File: src/core_defs.svh
`ifndef CORE_DEFS_SVH
`define CORE_DEFS_SVH

// Register file and bus widths
`define REGNAME_W		6
`define FLAGS_REGNAME_W	4
`define DATA_W			32
`define FLAGS_W			5
`define PC_W			32

// Instruction fields
`define CMD_W			5
`define CC_W			4
`define TAG_W			6
`define EX_PTR_W		4

// Condition code that needs no flags operand
`define CC_AL			4'hE

// ALU0 station sizing
`define RS_ALU0_DEPTH		8

// Credits held by the execution unit at reset
`define RS_ALU0_EX_CREDITS	2

`endif

File: src/cdb_pkg.sv
`include "core_defs.svh"

package cdb_pkg;

	typedef logic [`REGNAME_W-1:0]			regname_t;
	typedef logic [`FLAGS_REGNAME_W-1:0]	flags_regname_t;
	typedef logic [`DATA_W-1:0]				data_t;
	typedef logic [`FLAGS_W-1:0]			flags_t;

	// Adder and mul/div channels, 15 bits
	typedef struct packed {
		logic			writeback;
		logic			flags_opt_valid;
		flags_regname_t	flags_regname;
		flags_t			flags;
		logic [3:0]		padding;
	} alu_side_t;

	// Load/store channel, writeback low on a faulting load
	typedef struct packed {
		logic			writeback;
	} ldst_side_t;

endpackage

File: src/rs_pkg.sv
`include "core_defs.svh"

package rs_pkg;

	typedef logic [`CMD_W-1:0]		cmd_t;
	typedef logic [`CC_W-1:0]		cc_t;
	typedef logic [`PC_W-1:0]		pc_t;
	typedef logic [`TAG_W-1:0]		commit_tag_t;
	typedef logic [`EX_PTR_W-1:0]	ex_ptr_t;

	typedef logic [$clog2(`RS_ALU0_DEPTH)-1:0]	entry_idx_t;

	// Operand fields hold a register name in the low bits while not valid
	typedef struct packed {
		cmd_t				cmd;
		cc_t				cc;
		logic				flags_valid;
		cdb_pkg::flags_t	flags;
		logic				source1_valid;
		cdb_pkg::data_t		source1;
		pc_t				pc;
		cdb_pkg::regname_t	destination_regname;
		commit_tag_t		commit_tag;
		ex_ptr_t			ex_pointer;
	} dispatch_t;

	// Record handed to the branch unit
	typedef struct packed {
		cmd_t				cmd;
		cc_t				cc;
		cdb_pkg::flags_t	flags;
		cdb_pkg::data_t		source1;
		pc_t				pc;
		cdb_pkg::regname_t	destination_regname;
		commit_tag_t		commit_tag;
	} issue_t;

endpackage

File: src/cdb_if.sv
interface cdb_if #(
	parameter type side_t = logic
) ();

	// Single-cycle broadcast, no handshake
	logic				valid;
	cdb_pkg::regname_t	regname;
	cdb_pkg::data_t		data;
	side_t				side;

	modport source (
		output valid,
		output regname,
		output data,
		output side
	);

	modport snoop (
		input valid,
		input regname,
		input data,
		input side
	);

endinterface

File: src/reservation_alu0_entry.sv
`include "core_defs.svh"

module reservation_alu0_entry (
	input  logic					iCLOCK,
	input  logic					inRESET,
	input  logic					remove,
	input  logic					issue,
	input  logic					regist_valid,
	input  rs_pkg::dispatch_t		regist,
	cdb_if.snoop					cdb_alu1,
	cdb_if.snoop					cdb_alu2,
	cdb_if.snoop					cdb_ldst,
	input  logic [`EX_PTR_W-1:0]	ex_execution_pointer,
	output logic					entry_valid,
	output logic					ready,
	output rs_pkg::issue_t			info
);

	logic						regist_en;
	cdb_pkg::regname_t			src_tag;
	cdb_pkg::flags_regname_t	flags_tag;
	logic						src_hit;
	cdb_pkg::data_t				src_data;
	logic						flags_hit;
	cdb_pkg::flags_t			flags_data;

	logic						src_valid;
	logic						flags_valid;
	logic						ptr_match;
	rs_pkg::cmd_t				cmd;
	rs_pkg::cc_t				cc;
	cdb_pkg::flags_t			flags;
	cdb_pkg::data_t				source1;
	rs_pkg::pc_t				pc;
	cdb_pkg::regname_t			destination_regname;
	rs_pkg::commit_tag_t		commit_tag;
	rs_pkg::ex_ptr_t			ex_pointer;

	assign regist_en = regist_valid && !entry_valid;

	// Tags come straight from the dispatch word while the entry is idle
	assign src_tag = entry_valid ? source1[`REGNAME_W-1:0] : regist.source1[`REGNAME_W-1:0];
	assign flags_tag = entry_valid ? flags[`FLAGS_REGNAME_W-1:0]
		: regist.flags[`FLAGS_REGNAME_W-1:0];

	// Source 1 wake-up, ALU1 first
	always_comb begin
		src_hit = 1'b1;
		src_data = '0;
		if (cdb_alu1.valid && cdb_alu1.side.writeback && cdb_alu1.regname == src_tag) begin
			src_data = cdb_alu1.data;
		end else if (cdb_alu2.valid && cdb_alu2.side.writeback
				&& cdb_alu2.regname == src_tag) begin
			src_data = cdb_alu2.data;
		end else if (cdb_ldst.valid && cdb_ldst.side.writeback
				&& cdb_ldst.regname == src_tag) begin
			src_data = cdb_ldst.data;
		end else begin
			src_hit = 1'b0;
		end
	end

	// Flags only travel on the ALU channels
	always_comb begin
		flags_hit = 1'b1;
		flags_data = '0;
		if (cdb_alu1.valid && cdb_alu1.side.flags_opt_valid
				&& cdb_alu1.side.flags_regname == flags_tag) begin
			flags_data = cdb_alu1.side.flags;
		end else if (cdb_alu2.valid && cdb_alu2.side.flags_opt_valid
				&& cdb_alu2.side.flags_regname == flags_tag) begin
			flags_data = cdb_alu2.side.flags;
		end else begin
			flags_hit = 1'b0;
		end
	end

	always_ff @(posedge iCLOCK or negedge inRESET) begin
		if (!inRESET) begin
			entry_valid <= 1'b0;
			src_valid <= 1'b0;
			flags_valid <= 1'b0;
			ptr_match <= 1'b0;
		end else if (issue || remove) begin
			entry_valid <= 1'b0;
			src_valid <= 1'b0;
			flags_valid <= 1'b0;
			ptr_match <= 1'b0;
		end else if (regist_en) begin
			entry_valid <= 1'b1;
			src_valid <= regist.source1_valid || src_hit;
			flags_valid <= (regist.cc == `CC_AL) || regist.flags_valid || flags_hit;
			ptr_match <= regist.ex_pointer == ex_execution_pointer;
		end else if (entry_valid) begin
			if (src_hit) begin
				src_valid <= 1'b1;
			end
			if (flags_hit) begin
				flags_valid <= 1'b1;
			end
			if (ex_pointer == ex_execution_pointer) begin
				ptr_match <= 1'b1;
			end
		end
	end

	always_ff @(posedge iCLOCK) begin
		if (regist_en) begin
			cmd <= regist.cmd;
			cc <= regist.cc;
			pc <= regist.pc;
			destination_regname <= regist.destination_regname;
			commit_tag <= regist.commit_tag;
			ex_pointer <= regist.ex_pointer;
			// Unresolved source keeps its register name
			if (!regist.source1_valid && src_hit) begin
				source1 <= src_data;
			end else begin
				source1 <= regist.source1;
			end
			if (regist.cc == `CC_AL) begin
				flags <= '0;
			end else if (!regist.flags_valid && flags_hit) begin
				flags <= flags_data;
			end else begin
				flags <= regist.flags;
			end
		end else if (entry_valid) begin
			if (!src_valid && src_hit) begin
				source1 <= src_data;
			end
			if (!flags_valid && flags_hit) begin
				flags <= flags_data;
			end
		end
	end

	assign ready = entry_valid && flags_valid && src_valid && ptr_match;

	assign info = '{
		cmd: cmd,
		cc: cc,
		flags: flags,
		source1: source1,
		pc: pc,
		destination_regname: destination_regname,
		commit_tag: commit_tag
	};

endmodule

File: src/reservation_alu0.sv
`include "core_defs.svh"

module reservation_alu0 (
	input  logic					iCLOCK,
	input  logic					inRESET,
	input  logic					remove,
	input  logic					dispatch_valid,
	input  rs_pkg::dispatch_t		dispatch,
	output logic					dispatch_credit,
	cdb_if.snoop					cdb_alu1,
	cdb_if.snoop					cdb_alu2,
	cdb_if.snoop					cdb_ldst,
	input  logic [`EX_PTR_W-1:0]	ex_execution_pointer,
	input  logic					ex_credit,
	output logic					issue_valid,
	output rs_pkg::issue_t			issue
);

	localparam int DEPTH = `RS_ALU0_DEPTH;
	// One extra bit so live stamps never alias across wrap
	localparam int AGE_W = $clog2(DEPTH) + 1;
	localparam int CREDIT_W = $clog2(`RS_ALU0_EX_CREDITS + 1);

	logic [DEPTH-1:0]		entry_valid;
	logic [DEPTH-1:0]		entry_ready;
	logic [DEPTH-1:0]		entry_regist;
	logic [DEPTH-1:0]		entry_issue;
	rs_pkg::issue_t			entry_info [DEPTH];

	logic [AGE_W-1:0]		age [DEPTH];
	logic [AGE_W-1:0]		age_seq;
	logic					alloc_found;
	rs_pkg::entry_idx_t		alloc_idx;
	logic					sel_found;
	rs_pkg::entry_idx_t		sel_idx;
	logic					issue_fire;
	logic [CREDIT_W-1:0]	ex_credit_cnt;

	function automatic logic older(input logic [AGE_W-1:0] a, input logic [AGE_W-1:0] b);
		logic [AGE_W-1:0] diff;
		diff = a - b;
		return diff[AGE_W-1];
	endfunction

	for (genvar i = 0; i < DEPTH; i++) begin : g_entry
		assign entry_regist[i] = dispatch_valid && alloc_found
			&& alloc_idx == rs_pkg::entry_idx_t'(i);
		assign entry_issue[i] = issue_fire && sel_idx == rs_pkg::entry_idx_t'(i);

		reservation_alu0_entry u_entry (
			.iCLOCK					(iCLOCK),
			.inRESET				(inRESET),
			.remove					(remove),
			.issue					(entry_issue[i]),
			.regist_valid			(entry_regist[i]),
			.regist					(dispatch),
			.cdb_alu1				(cdb_alu1),
			.cdb_alu2				(cdb_alu2),
			.cdb_ldst				(cdb_ldst),
			.ex_execution_pointer	(ex_execution_pointer),
			.entry_valid			(entry_valid[i]),
			.ready					(entry_ready[i]),
			.info					(entry_info[i])
		);
	end

	// Lowest free slot
	always_comb begin
		alloc_found = 1'b0;
		alloc_idx = '0;
		for (int i = DEPTH - 1; i >= 0; i--) begin
			if (!entry_valid[i]) begin
				alloc_found = 1'b1;
				alloc_idx = rs_pkg::entry_idx_t'(i);
			end
		end
	end

	// Oldest ready entry
	always_comb begin
		sel_found = 1'b0;
		sel_idx = '0;
		for (int i = 0; i < DEPTH; i++) begin
			if (entry_ready[i] && (!sel_found || older(age[i], age[sel_idx]))) begin
				sel_found = 1'b1;
				sel_idx = rs_pkg::entry_idx_t'(i);
			end
		end
	end

	assign issue_fire = sel_found && ex_credit_cnt != '0 && !remove;

	always_ff @(posedge iCLOCK or negedge inRESET) begin
		if (!inRESET) begin
			age_seq <= '0;
			ex_credit_cnt <= CREDIT_W'(`RS_ALU0_EX_CREDITS);
			issue_valid <= 1'b0;
			dispatch_credit <= 1'b0;
		end else begin
			if (dispatch_valid && alloc_found) begin
				age_seq <= age_seq + 1'b1;
			end
			ex_credit_cnt <= ex_credit_cnt + CREDIT_W'(ex_credit) - CREDIT_W'(issue_fire);
			issue_valid <= issue_fire;
			// One credit back for each entry freed by issue
			dispatch_credit <= |entry_issue;
		end
	end

	always_ff @(posedge iCLOCK) begin
		if (dispatch_valid && alloc_found) begin
			age[alloc_idx] <= age_seq;
		end
		if (issue_fire) begin
			issue <= entry_info[sel_idx];
		end
	end

endmodule

File: src/reservation_alu0_top.sv
`include "core_defs.svh"

module reservation_alu0_top (
	input  logic							iCLOCK,
	input  logic							inRESET,
	input  logic							remove,
	// Dispatch
	input  logic							dispatch_valid,
	input  logic [`CMD_W-1:0]				dispatch_cmd,
	input  logic [`CC_W-1:0]				dispatch_cc,
	input  logic							dispatch_flags_valid,
	input  logic [`FLAGS_W-1:0]				dispatch_flags,
	input  logic							dispatch_source1_valid,
	input  logic [`DATA_W-1:0]				dispatch_source1,
	input  logic [`PC_W-1:0]				dispatch_pc,
	input  logic [`REGNAME_W-1:0]			dispatch_destination_regname,
	input  logic [`TAG_W-1:0]				dispatch_commit_tag,
	input  logic [`EX_PTR_W-1:0]			dispatch_ex_pointer,
	output logic							dispatch_credit,
	// CDB adder
	input  logic							alu1_valid,
	input  logic [`REGNAME_W-1:0]			alu1_regname,
	input  logic [`DATA_W-1:0]				alu1_data,
	input  logic							alu1_writeback,
	input  logic							alu1_flags_opt_valid,
	input  logic [`FLAGS_REGNAME_W-1:0]		alu1_flags_regname,
	input  logic [`FLAGS_W-1:0]				alu1_flags,
	// CDB mul/div
	input  logic							alu2_valid,
	input  logic [`REGNAME_W-1:0]			alu2_regname,
	input  logic [`DATA_W-1:0]				alu2_data,
	input  logic							alu2_writeback,
	input  logic							alu2_flags_opt_valid,
	input  logic [`FLAGS_REGNAME_W-1:0]		alu2_flags_regname,
	input  logic [`FLAGS_W-1:0]				alu2_flags,
	// CDB load/store
	input  logic							ldst_valid,
	input  logic [`REGNAME_W-1:0]			ldst_regname,
	input  logic [`DATA_W-1:0]				ldst_data,
	input  logic							ldst_writeback,
	// Execution unit
	input  logic [`EX_PTR_W-1:0]			ex_execution_pointer,
	input  logic							ex_credit,
	output logic							issue_valid,
	output logic [`CMD_W-1:0]				issue_cmd,
	output logic [`CC_W-1:0]				issue_cc,
	output logic [`FLAGS_W-1:0]				issue_flags,
	output logic [`DATA_W-1:0]				issue_source1,
	output logic [`PC_W-1:0]				issue_pc,
	output logic [`REGNAME_W-1:0]			issue_destination_regname,
	output logic [`TAG_W-1:0]				issue_commit_tag
);

	rs_pkg::dispatch_t	dispatch;
	rs_pkg::issue_t		issue;

	cdb_if #(.side_t(cdb_pkg::alu_side_t))	cdb_alu1 ();
	cdb_if #(.side_t(cdb_pkg::alu_side_t))	cdb_alu2 ();
	cdb_if #(.side_t(cdb_pkg::ldst_side_t))	cdb_ldst ();

	assign dispatch = '{
		cmd: dispatch_cmd,
		cc: dispatch_cc,
		flags_valid: dispatch_flags_valid,
		flags: dispatch_flags,
		source1_valid: dispatch_source1_valid,
		source1: dispatch_source1,
		pc: dispatch_pc,
		destination_regname: dispatch_destination_regname,
		commit_tag: dispatch_commit_tag,
		ex_pointer: dispatch_ex_pointer
	};

	assign cdb_alu1.valid = alu1_valid;
	assign cdb_alu1.regname = alu1_regname;
	assign cdb_alu1.data = alu1_data;
	assign cdb_alu1.side = '{
		writeback: alu1_writeback,
		flags_opt_valid: alu1_flags_opt_valid,
		flags_regname: alu1_flags_regname,
		flags: alu1_flags,
		padding: '0
	};

	assign cdb_alu2.valid = alu2_valid;
	assign cdb_alu2.regname = alu2_regname;
	assign cdb_alu2.data = alu2_data;
	assign cdb_alu2.side = '{
		writeback: alu2_writeback,
		flags_opt_valid: alu2_flags_opt_valid,
		flags_regname: alu2_flags_regname,
		flags: alu2_flags,
		padding: '0
	};

	assign cdb_ldst.valid = ldst_valid;
	assign cdb_ldst.regname = ldst_regname;
	assign cdb_ldst.data = ldst_data;
	assign cdb_ldst.side = '{writeback: ldst_writeback};

	reservation_alu0 u_rs (
		.iCLOCK					(iCLOCK),
		.inRESET				(inRESET),
		.remove					(remove),
		.dispatch_valid			(dispatch_valid),
		.dispatch				(dispatch),
		.dispatch_credit		(dispatch_credit),
		.cdb_alu1				(cdb_alu1),
		.cdb_alu2				(cdb_alu2),
		.cdb_ldst				(cdb_ldst),
		.ex_execution_pointer	(ex_execution_pointer),
		.ex_credit				(ex_credit),
		.issue_valid			(issue_valid),
		.issue					(issue)
	);

	assign issue_cmd = issue.cmd;
	assign issue_cc = issue.cc;
	assign issue_flags = issue.flags;
	assign issue_source1 = issue.source1;
	assign issue_pc = issue.pc;
	assign issue_destination_regname = issue.destination_regname;
	assign issue_commit_tag = issue.commit_tag;

endmodule

File: config.mk
export PLATFORM = sky130hd
export DESIGN_NAME = reservation_alu0_top
export DESIGN_NICKNAME = d
export VERILOG_FILES = /design/src/cdb_pkg.sv /design/src/rs_pkg.sv /design/src/cdb_if.sv /design/src/reservation_alu0_entry.sv /design/src/reservation_alu0.sv /design/src/reservation_alu0_top.sv
export VERILOG_INCLUDE_DIRS = /design/src
export SDC_FILE = /design/constraint.sdc
export NUM_CORES = 2
export LEC_CHECK = 0
export BUFFER_PORTS_ARGS = -buffer_cell sky130_fd_sc_hd__buf_2
export CAP_MARGIN = 20
export CORE_MARGIN = 5
export CORE_UTILIZATION = 45
export CTS_BUF_LIST = sky130_fd_sc_hd__clkbuf_2 sky130_fd_sc_hd__clkbuf_4 sky130_fd_sc_hd__clkbuf_8
export DETAILED_ROUTE_END_ITERATION = 8
export SETUP_SLACK_MARGIN = 0.1
export SYNTH_ARGS = -nofsm -noshare
export SYNTH_HDL_FRONTEND = slang
export SYNTH_HIERARCHICAL = 1
export SYNTH_SLANG_ARGS = --single-unit
File: constraint.sdc
create_clock -name iCLOCK -period 20.5 [get_ports iCLOCK]
set_clock_uncertainty 0.1 [all_clocks]
set_input_delay 2.05 -clock iCLOCK [delete_from_list [all_inputs] [get_ports iCLOCK]]
set_output_delay 2.05 -clock iCLOCK [all_outputs]
set_load 0.1 [all_outputs]
==> results.sh <==
export IMPL_crit_top_cell="ha_1"
export IMPL_syn_area_per_cell_um2=11.4
export IMPL_gr_total_overflow=0
export IMPL_dr_max_layer_used="met5"
export IMPL_first_pass_iters=6
export IMPL_slew_headroom_pct=21.0
export IMPL_hold_path_depth=1
export IMPL_p_leak_nw=21.1
export IMPL_area_growth_pct=11.8
export IMPL_place_congestion=0.932
export IMPL_slew_violations=0
export IMPL_cts_setup_buffers=0
export IMPL_final_nets=5049
export IMPL_rsz0062_at_grt="false"
export IMPL_grt_pass1_vias=40400
export IMPL_syn_nets=4817
export IMPL_rows=124
export IMPL_layout_commonest_cell="edfxtp_1"
export IMPL_cpMaxStageDelayCell="and2_2"
export IMPL_drc_errors=0
export IMPL_hold_viol=0
export IMPL_track_usage_pct=30.6
export IMPL_syn_inst=4555
export IMPL_wl_per_cell_um=30.0
export IMPL_ys_warn_count=6
export IMPL_fin_crit_ps=17420
export IMPL_cts_buffers=158
export IMPL_finalPower_mw=4.20
export IMPL_vias_per_cell=6.49
export IMPL_drt_iter0_drc=4880
export IMPL_required_ps=20960
export IMPL_clock_sinks=913
export IMPL_ir_drop_mv=0.0542
export IMPL_tns_ps=0
export IMPL_cp_max_fo=140
export IMPL_crit_arrival_ps=17880
export IMPL_grt_pass1_wl_um=277000
export IMPL_syn_area_mm2=0.0518
export IMPL_wl_met3_um=21500
export IMPL_dieArea_mm2=0.122
export IMPL_worst_hold_path_type="flip-flop to flip-flop"
export IMPL_drive_gt1_share_pct=22.9
export IMPL_outcome="finished clean"
export IMPL_worstSetupPathType="flip-flop to flip-flop"
export IMPL_final_cell_mix="874 x edfxtp_1, 614 x nor2_1, 336 x buf_2, 278 x a221oi_1, 261 x mux2_2"
export IMPL_endpoint_kind="flip-flop"
export IMPL_met2_length_um=87300
export IMPL_antenna_found_initial=67
export IMPL_finalCritPeriodShare_pct=85.0
export IMPL_ant_nets=0
export IMPL_die_height_um=349
export IMPL_startpoint_type="flip-flop"
export IMPL_io_pins=337
export IMPL_clk_latency_ps=850
export IMPL_drt_wl_total_um=194000
export IMPL_fill_cells=10200
export IMPL_core_area_mm2=0.114
export IMPL_port_buffers=336
export IMPL_hold_slack_ps=392
export IMPL_worst_slew_pin_slew_ps=1180
export IMPL_setup_viol=0
export IMPL_timing_fmax_mhz=57.4
export IMPL_cts_root_buffer="clkbuf_8"
export IMPL_die_x_um=349
export IMPL_met1_length_um=74900
export IMPL_start_util_pct=45.3
export IMPL_drv_cap=0
export IMPL_vias=41900
export IMPL_cts_tree="built"
export IMPL_power_density_mw_per_mm2=72.5
export IMPL_hpwlAfterDp_um=109000
export IMPL_post_cts_resized=0
export IMPL_h_tree_depth=4
export IMPL_clkTransAtPathRegs_ps=60
export IMPL_grt_max_degree=272
export IMPL_slowest_delay_ps=810
export IMPL_cts_buffer_depth=3
export IMPL_cts_hold_fix_buffers=0
export IMPL_r2r_worst_path_cells=65
-- sequential cells by signal, indices dropped and copies added (netlist names) --
signal	count
u_rs/g_entry.u_entry/cc	32
u_rs/g_entry.u_entry/cmd	40
u_rs/g_entry.u_entry/flags_valid	8
u_rs/g_entry.u_entry/pc	256
u_rs/g_entry.u_entry/ex_pointer	32
u_rs/g_entry.u_entry/src_valid	8
u_rs/g_entry.u_entry/entry_valid	8
u_rs/g_entry.u_entry/destination_regname	48
u_rs/g_entry.u_entry/flags	40
u_rs/issue	90
u_rs/ex_credit_cnt	2
u_rs/g_entry.u_entry/ptr_match	8
u_rs/age	32
u_rs/g_entry.u_entry/commit_tag	48
u_rs/g_entry.u_entry/source1	256
u_rs/dispatch_credit	1
u_rs/age_seq	4
-- final cells by class --
cell class              instances  area (um^2)  share of cell area [%]
repair buffers                426         2430                    4.20
diodes                         34         85.1                   0.147
well taps                    1512         1890                    3.27
multi-input cells            3263        23000                    39.6
clock buffers                 225         2680                    4.63
flip-flops and latches        913        27200                    47.0
clock inverters                62          531                   0.916
inverters                      25          119                   0.205
-- power by group --
group / internal, mW / switching, mW
sequential: 2.09 / 0.0251
clock: 0.912 / 0.797
combinational: 0.138 / 0.241
-- through the flow --
stage	setup WS [ps]	cell area (um^2)	util [%]	instances
final	3080	57900	50.7	6460
after global routing	1900	57900	50.6	6434
after CTS	3280	57800	50.5	6424
after detailed placement	3310	54600	47.7	6137
after global placement	3530	54600	47.7	6137
after floorplan	5800	51800	-	4555
-- routing by layer --
metal  up-vias  GRT usage (%)
met5         -              0
met3       695           8.96
met2      2609           47.7
met1     20400           39.4
li1      18200              -
met4        40           14.2
-- worst max-delay path: cells and delay by family, from the launching register on --
| family | cells | cell delay (ps) |
|---|---|---|
| compound gates | 31 | 6410 |
| xor+xnor | 3 | 830 |
| fa+ha+maj | 7 | 1980 |
| buf+inv | 3 | 1470 |
| flops | 1 | 440 |
| mux | 6 | 1750 |
| simple gates | 15 | 4020 |
-- final timing paths --
path,slack (ps),endpoint,from
max reg2reg,3080,u_rs/issue[0],u_rs/age[1][2]
max,3080,u_rs/issue[0],u_rs/age[1][2]
max in group asynchronous,18610,u_rs/ex_credit_cnt[1],inRESET
min reg2reg,390,u_rs/ex_credit_cnt[1],u_rs/ex_credit_cnt[1]
min in group asynchronous,1070,u_rs/g_entry[3].u_entry/flags_valid,inRESET
min,390,u_rs/ex_credit_cnt[1],u_rs/ex_credit_cnt[1]
Power figures use the tool's default switching activity.
